==> src/hw/core_defs.svh <==
`ifndef CORE_DEFS_SVH
`define CORE_DEFS_SVH

// entries in the instruction buffer.
// The source starts with this many credits after reset.
`define IBUF_DEPTH 4

// entries in the reorder buffer.
// The decode stage starts with this many credits.
// Sequence numbers wrap at twice this value.
`define ROB_DEPTH 8

// register stages in the multiplier.
// A multiply reaches its writeback port this many cycles after issue.
`define MUL_LAT 3

`endif

==> src/hw/corePkg.sv <==
package corePkg;

    typedef logic [31:0] word_t;
    typedef logic [31:0] instr_t;
    typedef logic [3:0]  regIdx_t;
    typedef logic [3:0]  opcode_t;

    // wraps modulo 16, twice the reorder buffer depth, so head and tail stay apart.
    typedef logic [3:0]  sqN_t;

    localparam opcode_t OP_ADD  = 4'd0;
    localparam opcode_t OP_SUB  = 4'd1;
    localparam opcode_t OP_AND  = 4'd2;
    localparam opcode_t OP_OR   = 4'd3;
    localparam opcode_t OP_XOR  = 4'd4;

    // shift amount comes from operand B bits 4..0.
    localparam opcode_t OP_SLL  = 4'd5;

    // operand B is the sign-extended immediate.
    localparam opcode_t OP_ADDI = 4'd6;

    // operand B is the immediate in the upper half and is also the result.
    localparam opcode_t OP_LUI  = 4'd7;

    // only the low 32 bits of the product are kept.
    localparam opcode_t OP_MUL  = 4'd8;

endpackage

==> src/hw/coreIfs.sv <==
`timescale 1ns/1ps

interface issueIf;
    logic              valid;
    corePkg::sqN_t     sqN;
    corePkg::opcode_t  op;
    corePkg::regIdx_t  rd;
    corePkg::word_t    opA;
    corePkg::word_t    opB;

    modport source (output valid, sqN, op, rd, opA, opB);
    modport receiver (input valid, sqN, op, rd, opA, opB);
endinterface

interface wbIf;
    logic              valid;
    corePkg::sqN_t     sqN;
    corePkg::regIdx_t  rd;
    corePkg::word_t    result;

    modport source (output valid, sqN, rd, result);
    modport receiver (input valid, sqN, rd, result);
endinterface

interface commitIf;
    logic              valid;
    corePkg::sqN_t     sqN;
    corePkg::regIdx_t  rd;
    corePkg::word_t    result;

    modport source (output valid, sqN, rd, result);
    modport receiver (input valid, sqN, rd, result);
endinterface

==> src/hw/coreTop.sv <==
`timescale 1ns/1ps

module coreTop (
    input  logic              clk,
    input  logic              rst,
    input  logic              instrValid,
    input  corePkg::instr_t   instr,
    output logic              instrCredit,
    output logic              comValid,
    output corePkg::sqN_t     comSqN,
    output corePkg::regIdx_t  comRd,
    output corePkg::word_t    comResult
);

    corePkg::regIdx_t rdAddrA;
    corePkg::regIdx_t rdAddrB;
    corePkg::word_t   rdDataA;
    corePkg::word_t   rdDataB;
    logic             robCredit;

    issueIf  issBus ();
    wbIf     aluWb ();
    wbIf     mulWb ();
    commitIf comBus ();

    decodeStage i_decodeStage (
        .clk         (clk),
        .rst         (rst),
        .instrValid  (instrValid),
        .instr       (instr),
        .instrCredit (instrCredit),
        .rdAddrA     (rdAddrA),
        .rdAddrB     (rdAddrB),
        .rdDataA     (rdDataA),
        .rdDataB     (rdDataB),
        .robCredit   (robCredit),
        .com         (comBus.receiver),
        .iss         (issBus.source)
    );

    execStage i_execStage (
        .clk   (clk),
        .rst   (rst),
        .iss   (issBus.receiver),
        .aluWb (aluWb.source),
        .mulWb (mulWb.source)
    );

    resultStage i_resultStage (
        .clk       (clk),
        .rst       (rst),
        .aluWb     (aluWb.receiver),
        .mulWb     (mulWb.receiver),
        .com       (comBus.source),
        .robCredit (robCredit)
    );

    regFile i_regFile (
        .clk     (clk),
        .rst     (rst),
        .rdAddrA (rdAddrA),
        .rdAddrB (rdAddrB),
        .rdDataA (rdDataA),
        .rdDataB (rdDataB),
        .com     (comBus.receiver)
    );

    assign comValid  = comBus.valid;
    assign comSqN    = comBus.sqN;
    assign comRd     = comBus.rd;
    assign comResult = comBus.result;

endmodule

==> src/hw/decodeStage.sv <==
`timescale 1ns/1ps
`include "core_defs.svh"

module decodeStage (
    input  logic              clk,
    input  logic              rst,
    input  logic              instrValid,
    input  corePkg::instr_t   instr,
    output logic              instrCredit,
    output corePkg::regIdx_t  rdAddrA,
    output corePkg::regIdx_t  rdAddrB,
    input  corePkg::word_t    rdDataA,
    input  corePkg::word_t    rdDataB,
    input  logic              robCredit,
    commitIf.receiver         com,
    issueIf.source            iss
);

    localparam int BufAw = $clog2(`IBUF_DEPTH);
    localparam int BufCw = $clog2(`IBUF_DEPTH + 1);
    localparam int RobCw = $clog2(`ROB_DEPTH + 1);

    corePkg::instr_t   bufMem [`IBUF_DEPTH];
    logic [BufAw-1:0]  wrPtr;
    logic [BufAw-1:0]  rdPtr;
    logic [BufCw-1:0]  bufCnt;
    logic              bufEmpty;
    logic              bufFull;

    logic [RobCw-1:0]  robCnt;
    corePkg::sqN_t     nextSqN;

    // per register: a write is in flight, and the sqN of its youngest writer.
    logic [15:0]       pending;
    corePkg::sqN_t     youngest [16];

    corePkg::instr_t   head;
    corePkg::opcode_t  op;
    corePkg::regIdx_t  rd;
    logic [15:0]       imm;
    logic              useA;
    logic              useB;
    logic              hazard;
    logic              issue;
    corePkg::word_t    opB;

    assign bufEmpty = (bufCnt == '0);
    assign bufFull  = (bufCnt == BufCw'(`IBUF_DEPTH));

    assign head    = bufMem[rdPtr];
    assign op      = head[31:28];
    assign rd      = head[27:24];
    assign rdAddrA = head[23:20];
    assign rdAddrB = head[19:16];
    assign imm     = head[15:0];

    // LUI reads no register and ADDI reads only rs1.
    assign useA   = (op != corePkg::OP_LUI);
    assign useB   = (op != corePkg::OP_LUI) && (op != corePkg::OP_ADDI);
    assign hazard = (useA && pending[rdAddrA]) || (useB && pending[rdAddrB]);
    assign issue  = !bufEmpty && (robCnt != '0) && !hazard;

    always_comb begin
        case (op)
            corePkg::OP_ADDI: opB = {{16{imm[15]}}, imm};
            corePkg::OP_LUI:  opB = {imm, 16'h0000};
            default:          opB = rdDataB;
        endcase
    end

    always_ff @(posedge clk) begin
        if (instrValid) begin
            bufMem[wrPtr] <= instr;
        end
    end

    always_ff @(posedge clk) begin
        if (rst) begin
            wrPtr  <= '0;
            rdPtr  <= '0;
            bufCnt <= '0;
        end else begin
            if (instrValid) begin
                wrPtr <= wrPtr + 1'b1;
            end
            if (issue) begin
                rdPtr <= rdPtr + 1'b1;
            end
            bufCnt <= bufCnt + BufCw'(instrValid) - BufCw'(issue);
        end
    end

    // an older writer committing must not release a register that a younger one still owns.
    always_ff @(posedge clk) begin
        if (rst) begin
            pending <= '0;
        end else begin
            if (com.valid && pending[com.rd] && youngest[com.rd] == com.sqN) begin
                pending[com.rd] <= 1'b0;
            end
            if (issue && rd != '0) begin
                pending[rd] <= 1'b1;
            end
        end
    end

    always_ff @(posedge clk) begin
        if (issue) begin
            youngest[rd] <= nextSqN;
        end
    end

    always_ff @(posedge clk) begin
        if (rst) begin
            iss.valid   <= 1'b0;
            instrCredit <= 1'b0;
            nextSqN     <= '0;
            robCnt      <= RobCw'(`ROB_DEPTH);
        end else begin
            iss.valid   <= issue;
            instrCredit <= issue;
            if (issue) begin
                nextSqN <= nextSqN + 1'b1;
            end
            robCnt <= robCnt + RobCw'(robCredit) - RobCw'(issue);
        end
    end

    always_ff @(posedge clk) begin
        if (issue) begin
            iss.sqN <= nextSqN;
            iss.op  <= op;
            iss.rd  <= rd;
            iss.opA <= rdDataA;
            iss.opB <= opB;
        end
    end

    bufNoOverflow: assert property (@(posedge clk) disable iff (rst)
        instrValid |-> !bufFull)
        else $error("instruction pushed into a full buffer");

    robCreditBound: assert property (@(posedge clk) disable iff (rst)
        robCnt <= RobCw'(`ROB_DEPTH))
        else $error("reorder buffer credits exceed its depth");

endmodule

==> src/hw/execStage.sv <==
`timescale 1ns/1ps

module execStage (
    input  logic      clk,
    input  logic      rst,
    issueIf.receiver  iss,
    wbIf.source       aluWb,
    wbIf.source       mulWb
);

    corePkg::word_t aluOut;
    logic           isMul;

    assign isMul = (iss.op == corePkg::OP_MUL);

    // unknown opcodes fall back to an add.
    always_comb begin
        case (iss.op)
            corePkg::OP_SUB: aluOut = iss.opA - iss.opB;
            corePkg::OP_AND: aluOut = iss.opA & iss.opB;
            corePkg::OP_OR:  aluOut = iss.opA | iss.opB;
            corePkg::OP_XOR: aluOut = iss.opA ^ iss.opB;
            corePkg::OP_SLL: aluOut = iss.opA << iss.opB[4:0];
            corePkg::OP_LUI: aluOut = iss.opB;
            default:         aluOut = iss.opA + iss.opB;
        endcase
    end

    always_ff @(posedge clk) begin
        if (rst) begin
            aluWb.valid <= 1'b0;
        end else begin
            aluWb.valid <= iss.valid && !isMul;
        end
    end

    always_ff @(posedge clk) begin
        if (iss.valid && !isMul) begin
            aluWb.sqN    <= iss.sqN;
            aluWb.rd     <= iss.rd;
            aluWb.result <= aluOut;
        end
    end

    mulPipe i_mulPipe (
        .clk       (clk),
        .rst       (rst),
        .inValid   (iss.valid && isMul),
        .inSqN     (iss.sqN),
        .inRd      (iss.rd),
        .inA       (iss.opA),
        .inB       (iss.opB),
        .outValid  (mulWb.valid),
        .outSqN    (mulWb.sqN),
        .outRd     (mulWb.rd),
        .outResult (mulWb.result)
    );

endmodule

==> src/hw/mulPipe.sv <==
`timescale 1ns/1ps
`include "core_defs.svh"

module mulPipe (
    input  logic              clk,
    input  logic              rst,
    input  logic              inValid,
    input  corePkg::sqN_t     inSqN,
    input  corePkg::regIdx_t  inRd,
    input  corePkg::word_t    inA,
    input  corePkg::word_t    inB,
    output logic              outValid,
    output corePkg::sqN_t     outSqN,
    output corePkg::regIdx_t  outRd,
    output corePkg::word_t    outResult
);

    logic [`MUL_LAT-1:0] vld;
    corePkg::sqN_t       sqNPipe [`MUL_LAT];
    corePkg::regIdx_t    rdPipe [`MUL_LAT];
    corePkg::word_t      prodPipe [`MUL_LAT];
    corePkg::word_t      product;

    // the later stages leave room for synthesis to retime the multiplier.
    assign product = inA * inB;

    always_ff @(posedge clk) begin
        if (rst) begin
            vld <= '0;
        end else begin
            vld[0] <= inValid;
            for (int s = 1; s < `MUL_LAT; s++) begin
                vld[s] <= vld[s-1];
            end
        end
    end

    always_ff @(posedge clk) begin
        sqNPipe[0]  <= inSqN;
        rdPipe[0]   <= inRd;
        prodPipe[0] <= product;
        for (int s = 1; s < `MUL_LAT; s++) begin
            sqNPipe[s]  <= sqNPipe[s-1];
            rdPipe[s]   <= rdPipe[s-1];
            prodPipe[s] <= prodPipe[s-1];
        end
    end

    assign outValid  = vld[`MUL_LAT-1];
    assign outSqN    = sqNPipe[`MUL_LAT-1];
    assign outRd     = rdPipe[`MUL_LAT-1];
    assign outResult = prodPipe[`MUL_LAT-1];

endmodule

==> src/hw/regFile.sv <==
`timescale 1ns/1ps

module regFile (
    input  logic              clk,
    input  logic              rst,
    input  corePkg::regIdx_t  rdAddrA,
    input  corePkg::regIdx_t  rdAddrB,
    output corePkg::word_t    rdDataA,
    output corePkg::word_t    rdDataB,
    commitIf.receiver         com
);

    corePkg::word_t regs [16];

    // only committed results reach the architectural state.
    always_ff @(posedge clk) begin
        if (rst) begin
            regs <= '{default: '0};
        end else if (com.valid && com.rd != '0) begin
            regs[com.rd] <= com.result;
        end
    end

    assign rdDataA = (rdAddrA == '0) ? '0 : regs[rdAddrA];
    assign rdDataB = (rdAddrB == '0) ? '0 : regs[rdAddrB];

endmodule

==> src/hw/resultStage.sv <==
`timescale 1ns/1ps
`include "core_defs.svh"

module resultStage (
    input  logic     clk,
    input  logic     rst,
    wbIf.receiver    aluWb,
    wbIf.receiver    mulWb,
    commitIf.source  com,
    output logic     robCredit
);

    localparam int RobAw = $clog2(`ROB_DEPTH);

    logic [`ROB_DEPTH-1:0] done;
    corePkg::regIdx_t      slotRd [`ROB_DEPTH];
    corePkg::word_t        slotResult [`ROB_DEPTH];
    corePkg::sqN_t         headSqN;
    logic [RobAw-1:0]      headIdx;
    logic [RobAw-1:0]      aluIdx;
    logic [RobAw-1:0]      mulIdx;
    logic                  commit;

    assign headIdx = headSqN[RobAw-1:0];
    assign aluIdx  = aluWb.sqN[RobAw-1:0];
    assign mulIdx  = mulWb.sqN[RobAw-1:0];

    // the head commits as soon as its result is in.
    assign commit = done[headIdx];

    assign com.valid  = commit;
    assign com.sqN    = headSqN;
    assign com.rd     = slotRd[headIdx];
    assign com.result = slotResult[headIdx];
    assign robCredit  = commit;

    always_ff @(posedge clk) begin
        if (rst) begin
            done    <= '0;
            headSqN <= '0;
        end else begin
            if (commit) begin
                done[headIdx] <= 1'b0;
                headSqN       <= headSqN + 1'b1;
            end
            if (aluWb.valid) begin
                done[aluIdx] <= 1'b1;
            end
            if (mulWb.valid) begin
                done[mulIdx] <= 1'b1;
            end
        end
    end

    always_ff @(posedge clk) begin
        if (aluWb.valid) begin
            slotRd[aluIdx]     <= aluWb.rd;
            slotResult[aluIdx] <= aluWb.result;
        end
        if (mulWb.valid) begin
            slotRd[mulIdx]     <= mulWb.rd;
            slotResult[mulIdx] <= mulWb.result;
        end
    end

    aluSlotFree: assert property (@(posedge clk) disable iff (rst)
        aluWb.valid |-> !done[aluIdx])
        else $error("ALU writeback hit a slot that is already done");

    mulSlotFree: assert property (@(posedge clk) disable iff (rst)
        mulWb.valid |-> !done[mulIdx])
        else $error("multiplier writeback hit a slot that is already done");

    wbDistinct: assert property (@(posedge clk) disable iff (rst)
        (aluWb.valid && mulWb.valid) |-> (aluWb.sqN != mulWb.sqN))
        else $error("both writeback ports carry the same sqN");

endmodule

==> config.mk <==
export PLATFORM = sky130hd
export DESIGN_NAME = coreTop
export DESIGN_NICKNAME = d
export VERILOG_FILES = /design/src/hw/corePkg.sv /design/src/hw/coreIfs.sv /design/src/hw/coreTop.sv /design/src/hw/decodeStage.sv /design/src/hw/execStage.sv /design/src/hw/mulPipe.sv /design/src/hw/regFile.sv /design/src/hw/resultStage.sv
export VERILOG_INCLUDE_DIRS = /design/src /design/src/hw
export SDC_FILE = /design/constraint.sdc
export NUM_CORES = 2
export LEC_CHECK = 0
export BUFFER_PORTS_ARGS = -buffer_cell sky130_fd_sc_hd__buf_2
export CORE_MARGIN = 1.5
export CORE_UTILIZATION = 54
export CTS_CLUSTER_DIAMETER = 60
export DETAILED_ROUTE_END_ITERATION = 16
export GPL_TIMING_DRIVEN = 0
export PLACE_DENSITY_LB_ADDON = 0.05
export SLEW_MARGIN = 20
export SYNTH_ARGS = -nofsm -noshare
export SYNTH_HDL_FRONTEND = slang
export SYNTH_SLANG_ARGS = --single-unit
export TNS_END_PERCENT = 5
==> constraint.sdc <==
create_clock -name clk -period 14.2 [get_ports clk]
set_input_delay 2.84 -clock clk [delete_from_list [all_inputs] [get_ports clk]]
set_output_delay 2.84 -clock clk [all_outputs]
set_load 0.005 [all_outputs]
=== Word level (Yosys, flattened, before mapping) ===
Memories as Yosys holds them, arrays and structs flattened. A register that Yosys moved wholly into a read port is not among the register bits.
Index checks and enable logic that the tools add are counted.

* Bitwise gates (word level): 13
* Equality and inequality tests: 12
* Add/subtract/negate cells: 10
* Order comparisons: 16
* Multipliers: 1
* Shift operators: 1
* Reduce and logical (&&, ||, !) cells: 27
* Mux-type cells: 52

{| class="wikitable"
|+ Operator list
! operator !! count
|-
| $bwmux 512 || 1
|-
| $bmux 32 s4 || 2
|-
| $mux 32 || 6
|-
| $pmux 32 s6 || 1
|-
| $demux 32 s4 || 1
|-
| $pmux 32 s2 || 1
|-
| $mux 16 || 3
|-
| $mux 8 || 5
|-
| $add 32x32->32 || 1
|-
| $and 32x32->32 || 1
|-
| $mul 32x32->32 || 1
|-
| $or 32x32->32 || 1
|-
| $shl 32x5->32 || 1
|-
| $sub 32x32->32 || 1
|-
| $xor 32x32->32 || 1
|-
| $eq 4x3->1 const B || 5
|-
| $lt 4x5->1 const B || 4
|-
| $logic_and 1x1->1 || 17
|-
| $mux 1 || 17
|-
| $and 16x16->16 || 1
|-
| $not 16->16 || 1
|-
| $or 16x16->16 || 1
|-
| $or 8x8->8 || 2
|-
| $ge 5x5->1 const B || 3
|-
| other kinds (29) || 54
|}

* Bits in writable memories: 600
* Output and inout bits: 42
* Word-level logic and storage cells: 174
* Register bits after elaboration: 675
* Memories: 7

{| class="wikitable"
|+ Memory list
! memory !! words !! width !! read ports !! clocked after memory_dff !! write ports !! RTL line !! RTL
|-
| i_resultStage.slotResult || 8 || 32 || 1 || 1 || 2 || resultStage.sv:17 || <nowiki>corePkg::word_t slotResult [`ROB_DEPTH];</nowiki>
|-
| i_decodeStage.bufMem || 4 || 32 || 1 || 1 || 1 || decodeStage.sv:23 || <nowiki>corePkg::instr_t bufMem [`IBUF_DEPTH];</nowiki>
|-
| i_execStage.i_mulPipe.prodPipe || 3 || 32 || 3 || 0 || 3 || mulPipe.sv:21 || <nowiki>corePkg::word_t prodPipe [`MUL_LAT];</nowiki>
|-
| i_decodeStage.youngest || 16 || 4 || 1 || 0 || 1 || decodeStage.sv:35 || <nowiki>corePkg::sqN_t youngest [16];</nowiki>
|-
| i_resultStage.slotRd || 8 || 4 || 1 || 1 || 2 || resultStage.sv:16 || <nowiki>corePkg::regIdx_t slotRd [`ROB_DEPTH];</nowiki>
|-
| i_execStage.i_mulPipe.rdPipe || 3 || 4 || 3 || 0 || 3 || mulPipe.sv:20 || <nowiki>corePkg::regIdx_t rdPipe [`MUL_LAT];</nowiki>
|-
| +1 memories || - || - || - || - || - || - ||
|}

=== Logic depth before layout (Yosys ltp) ===
* Depth after elaboration: 13
* Depth in mapped cells: 30
* Mapped depth without buffers: 27

=== Cells and area by module ===
From an unflattened synthesis, not the netlist that was laid out.

* Cells, all modules: 7197
* Area total of the unflattened synthesis: 76829.9 sq um

{| class="wikitable"
|+ By module, submodules not included
! module !! cells each !! times used !! area each (sq um)
|-
| regFile || 2894 || 1 || 23856.6
|-
| mulPipe || 1877 || 1 || 18524.0
|-
| resultStage || 827 || 1 || 15020.7
|-
| decodeStage || 718 || 1 || 12185.4
|-
| execStage || 881 || 1 || 7243.2
|}

=== Worst setup path before layout ===
OpenSTA, ideal clock, no wires.

* Kind: register to register
* Start: register i_decodeStage.iss.opB[2]
* End: memory i_execStage.i_mulPipe.prodPipe[0][29] in the netlist's numbering
* Stages on the path, launching flop included: 27
* Buffers on the path: 3
* Data required time: 14.081 ns
* Setup time: 0.119 ns
* Slack: 6.551 ns
* Period minus slack after synthesis: 7.649 ns
* Arrival: 7.530 ns
* Cells stage by stage: edfxtp_1 -> clkbuf_1 -> inv_2 -> clkbuf_1 -> buf_1 -> nor2_1 -> fa_1 -> fa_1 -> fa_1 -> inv_1 -> fa_1 -> inv_1 -> fa_1 -> fa_1 -> fa_1 -> fa_1 -> ha_1 -> a21o_1 -> a21o_1 -> a21o_1 -> or3b_2 -> a21oi_1 -> nor2_1 -> a41oi_1 -> nand2b_1 -> a41o_1 -> xor2_1

{| class="wikitable"
|+ RTL lines
! element !! RTL line !! RTL
|-
| start: declaration || coreIfs.sv:11 || <nowiki>modport source (output valid, sqN, op, rd, opA, opB);</nowiki>
|-
| end: declaration || mulPipe.sv:21 ||
|}

==> impl_results.md <==
* Vias per inst at approximately 6.3
* Drt wl/cell at around 32 µm
* Skew final at slightly above 0.06 ns
* Max Transition Viols Final at 0
* Multi-input gate area at 0.04037 mm²
* Tcrit/Tclk final at 77.44%
* DR iter-0 viols at slightly above 6000
* Met2 WL at about 130 mm
* DP HPWL at 218.8 mm
* Library cells used by synthesis at 77
* Register area share after synthesis at between 40% and 50%
* Clock Sinks at roughly 1300
* Initial Utilization at between 50% and 60%
* CTS Buf Count at 140
* M1 WL at 110.1 mm
* Post-Syn Area at approximately 0.076 mm²
* Highest Signal Layer: met5
* H-tree Lvls at 4
* DIE HEIGHT at around 380 µm
* CTS tree: yes
* Total track usage at 40.05%
* Crit path kind: register to register
* Commonest non-fill, non-tap cell in the layout: nor2_1
* Hold/Removal Path Class: register to register
* Ys flop type: dfxtp_1
* Reg area at ~0.031 mm²
* Minimum clock period at 11.00 ns
* Row cnt at approximately 140
* Ports at between 70 and 80
* Postcts setup bufs at 0
* Cell taking the most area after synthesis: edfxtp_1
* Cells after Synth at between 6000 and 7000
* Post-synth EDFFs at between 500 and 600
* Final Hold Vio Count at 0
* Nets@finish at 7620
* Most frequent cells in the layout: 916 x nor2_1, 682 x dfxtp_1, 594 x edfxtp_1
* Worst Path Arrival at around 12 ns
* Setup_tns at 0 ns
* Status: completed
* CTS clk-pin slew, worst paths at about 0.07 ns
* Core area at ~0.14 mm²
* Clock buffer depth at 3
* Post-CTS sizing at 0
* Yosys warning count at 0
* Clk_lat worst skew at roughly 0.8 ns
* DR vias at roughly 57000
* Post-Route WL at approximately 280 mm
* Initial antenna violation count at 15
* Routability cong. at ~1.1
* Worst EP required at around 15 ns
* Port bufs at 75
* Width of the chip at around 380 µm
* Syn_nets at 7367
* Crit Path Max Fanout at 10
* Final setup vio count at 0
* Area Overhead vs Synth at 10.93%
* First-pass GRT wire length at slightly above 400 mm
* Residual DRC at 0
* Vias in the first global route at about 56000
* Cts hold-fix bufs at 0
* Final ANT Viol Nets at 0
* Fmax at ~91 MHz
* Pin count of the biggest net entering global routing at 87
* Top cell type's share of synthesized area at 23.58%
* Crit. End Element: register
* Max-slew headroom at a little over an eighth
* Synth top area cells: edfxtp_1 24%, dfxtp_1 18%, fa_1 11%, mux4_2 10%, a211oi_1 5.7%
* Worst Setup Start Kind: register
* Max Cap Violations at 0
* Root Buffer: clkbuf_16
* DRT Pass-1 Iters at 6
* Layout cell share with drive strength beyond 1 at about 16%
* RSZ-0062 raised after global routing: no
* Avg Cell Area, Syn at between 10 and 15 µm²
* Die area at about 0.14 mm²
* Post-synthesis register bit count at between 1000 and 1500
* Gr ovfl total at 0
* Least-Margin Pin Slew at ~1.3 ns
* Fraction of registers with async set/reset at 0%
* Fill cell count at 11756
* Met3 WL at around 23 mm
cell usage after synthesis, drive strengths merged, types with 6 or more instances:
| library cell | n |
|---|---|
| nor4 | 22 |
| a31oi | 20 |
| or3 | 6 |
| o22ai | 7 |
| a311oi | 17 |
| nand2 | 422 |
| fa | 411 |
| o31ai | 10 |
| a22oi | 33 |
| nand2b | 30 |
| mux4 | 345 |
| and3 | 7 |
| o2111ai | 15 |
| or2 | 7 |
| ha | 233 |
| clkinv | 15 |
| mux2i | 177 |
| xnor2 | 120 |
| o21a | 12 |
| buf | 125 |
| nor3 | 17 |
| nor3b | 6 |
| a32o | 18 |
| a21oi | 159 |
| a21o | 35 |
| nand4 | 11 |
| a21boi | 6 |
| edfxtp | 594 |
| a221oi | 9 |
| mux2 | 296 |
| o31a | 6 |
| o21ai | 125 |
| and2 | 32 |
| xor2 | 38 |
| a211oi | 574 |
| nand3 | 35 |
| o211ai | 20 |
| inv | 518 |
| o32ai | 17 |
| dfxtp | 682 |
| o21bai | 7 |
| nor2 | 916 |
| clkbuf | 389 |
| o221ai | 14 |
| nor2b | 79 |
per-layer routing:
metal / vias up / GRT usage, %
met5: - / 0
li1: 24400 / -
met4: 8 / 27.50
met1: 28701 / 51.91
met3: 679 / 7.025
met2: 2854 / 61.51
area by class of cell:
class / count / share of cell area [%]
plain buffers: 514 / 2.438
diodes: 6 / 0.01789
flip-flops and latches: 1276 / 37.52
multi-input cells: 4365 / 48.10
clock buffers: 189 / 4.696
inverters: 533 / 2.384
repair buffers: 111 / 1.157
well taps: 1876 / 2.797
clock inverters: 70 / 0.8886
worst max-delay path: stages (launching register included):
cell and delay (ns):
edfxtp_1 0.83, clkbuf_1 0.98, clkinv_1 0.68, buf_1 0.53
nor2_1 0.27, fa_1 0.47, fa_1 0.44, fa_1 0.49
inv_1 0.05, fa_1 0.47, inv_1 0.05, fa_1 0.50
inv_1 0.06, fa_1 0.53, inv_1 0.06, fa_1 0.39
fa_1 0.41, ha_1 0.39, a21o_1 0.21, a21o_1 0.17
a21o_1 0.20, or3b_2 0.46, a21oi_1 0.22, nor2_1 0.19
a41oi_1 0.57, nand2b_1 0.16, a41o_1 0.29, xor2_1 0.68
cell families after synthesis:
group,Yosys count,synth area share [%]
and+or+nand+nor,1604,8.827
DFF,1276,41.63
AOI/OAI and AO/OA,1141,10.63
buffers and inverters,1047,5.324
muxes,818,17.04
adders and majority gates,644,14.73
xor gates and xnor gates,158,1.829
registers in the layout, summed over array words and instances, names as in the netlist, 16 cells and up, named ones only:
register                        count
i_decodeStage.bufMem              128
i_decodeStage.iss.opA              32
i_resultStage.slotRd               32
i_decodeStage.pending              16
i_resultStage.slotResult          256
i_decodeStage.youngest             64
i_decodeStage.iss.opB              32
i_execStage.i_mulPipe.prodPipe     96
i_execStage.aluWb.result           32
i_regFile.regs                    512
stage by stage:
step           instance area (µm²)  setup slack [ns]  std cells  utilization, %  hold slack, ns
3_5_place_dp                 79190             3.565       8674           56.90          0.3121
5_1_grt                      83920             3.166       8939           60.29          0.3047
6_report                     83920             3.203       8940           60.29          0.2980
3_3_place_gp                 78370             3.511       8639           56.31          0.3100
4_1_cts                      83880             3.511       8933           60.26          0.3007
2_1_floorplan                75650             6.551       6688               -          0.3096
path summary, 6_finish.rpt:
| check | start | to | slack (ns) | cells past startpoint |
|---|---|---|---|---|
| max | i_decodeStage.iss.opA[8] | i_execStage.i_mulPipe.prodPipe[0][29] | 3.20 | 27 |
| min | i_execStage.i_mulPipe.sqNPipe[0][2] | i_execStage.i_mulPipe.sqNPipe[0][6] | 0.30 | 0 |
| max reg2reg | i_decodeStage.iss.opA[8] | i_execStage.i_mulPipe.prodPipe[0][29] | 3.20 | 27 |
| min reg2reg | i_execStage.i_mulPipe.sqNPipe[0][2] | i_execStage.i_mulPipe.sqNPipe[0][6] | 0.30 | 0 |
Power is not shown: default switching activity piles up to over one toggle a cycle in this logic, so the estimate is an artifact.
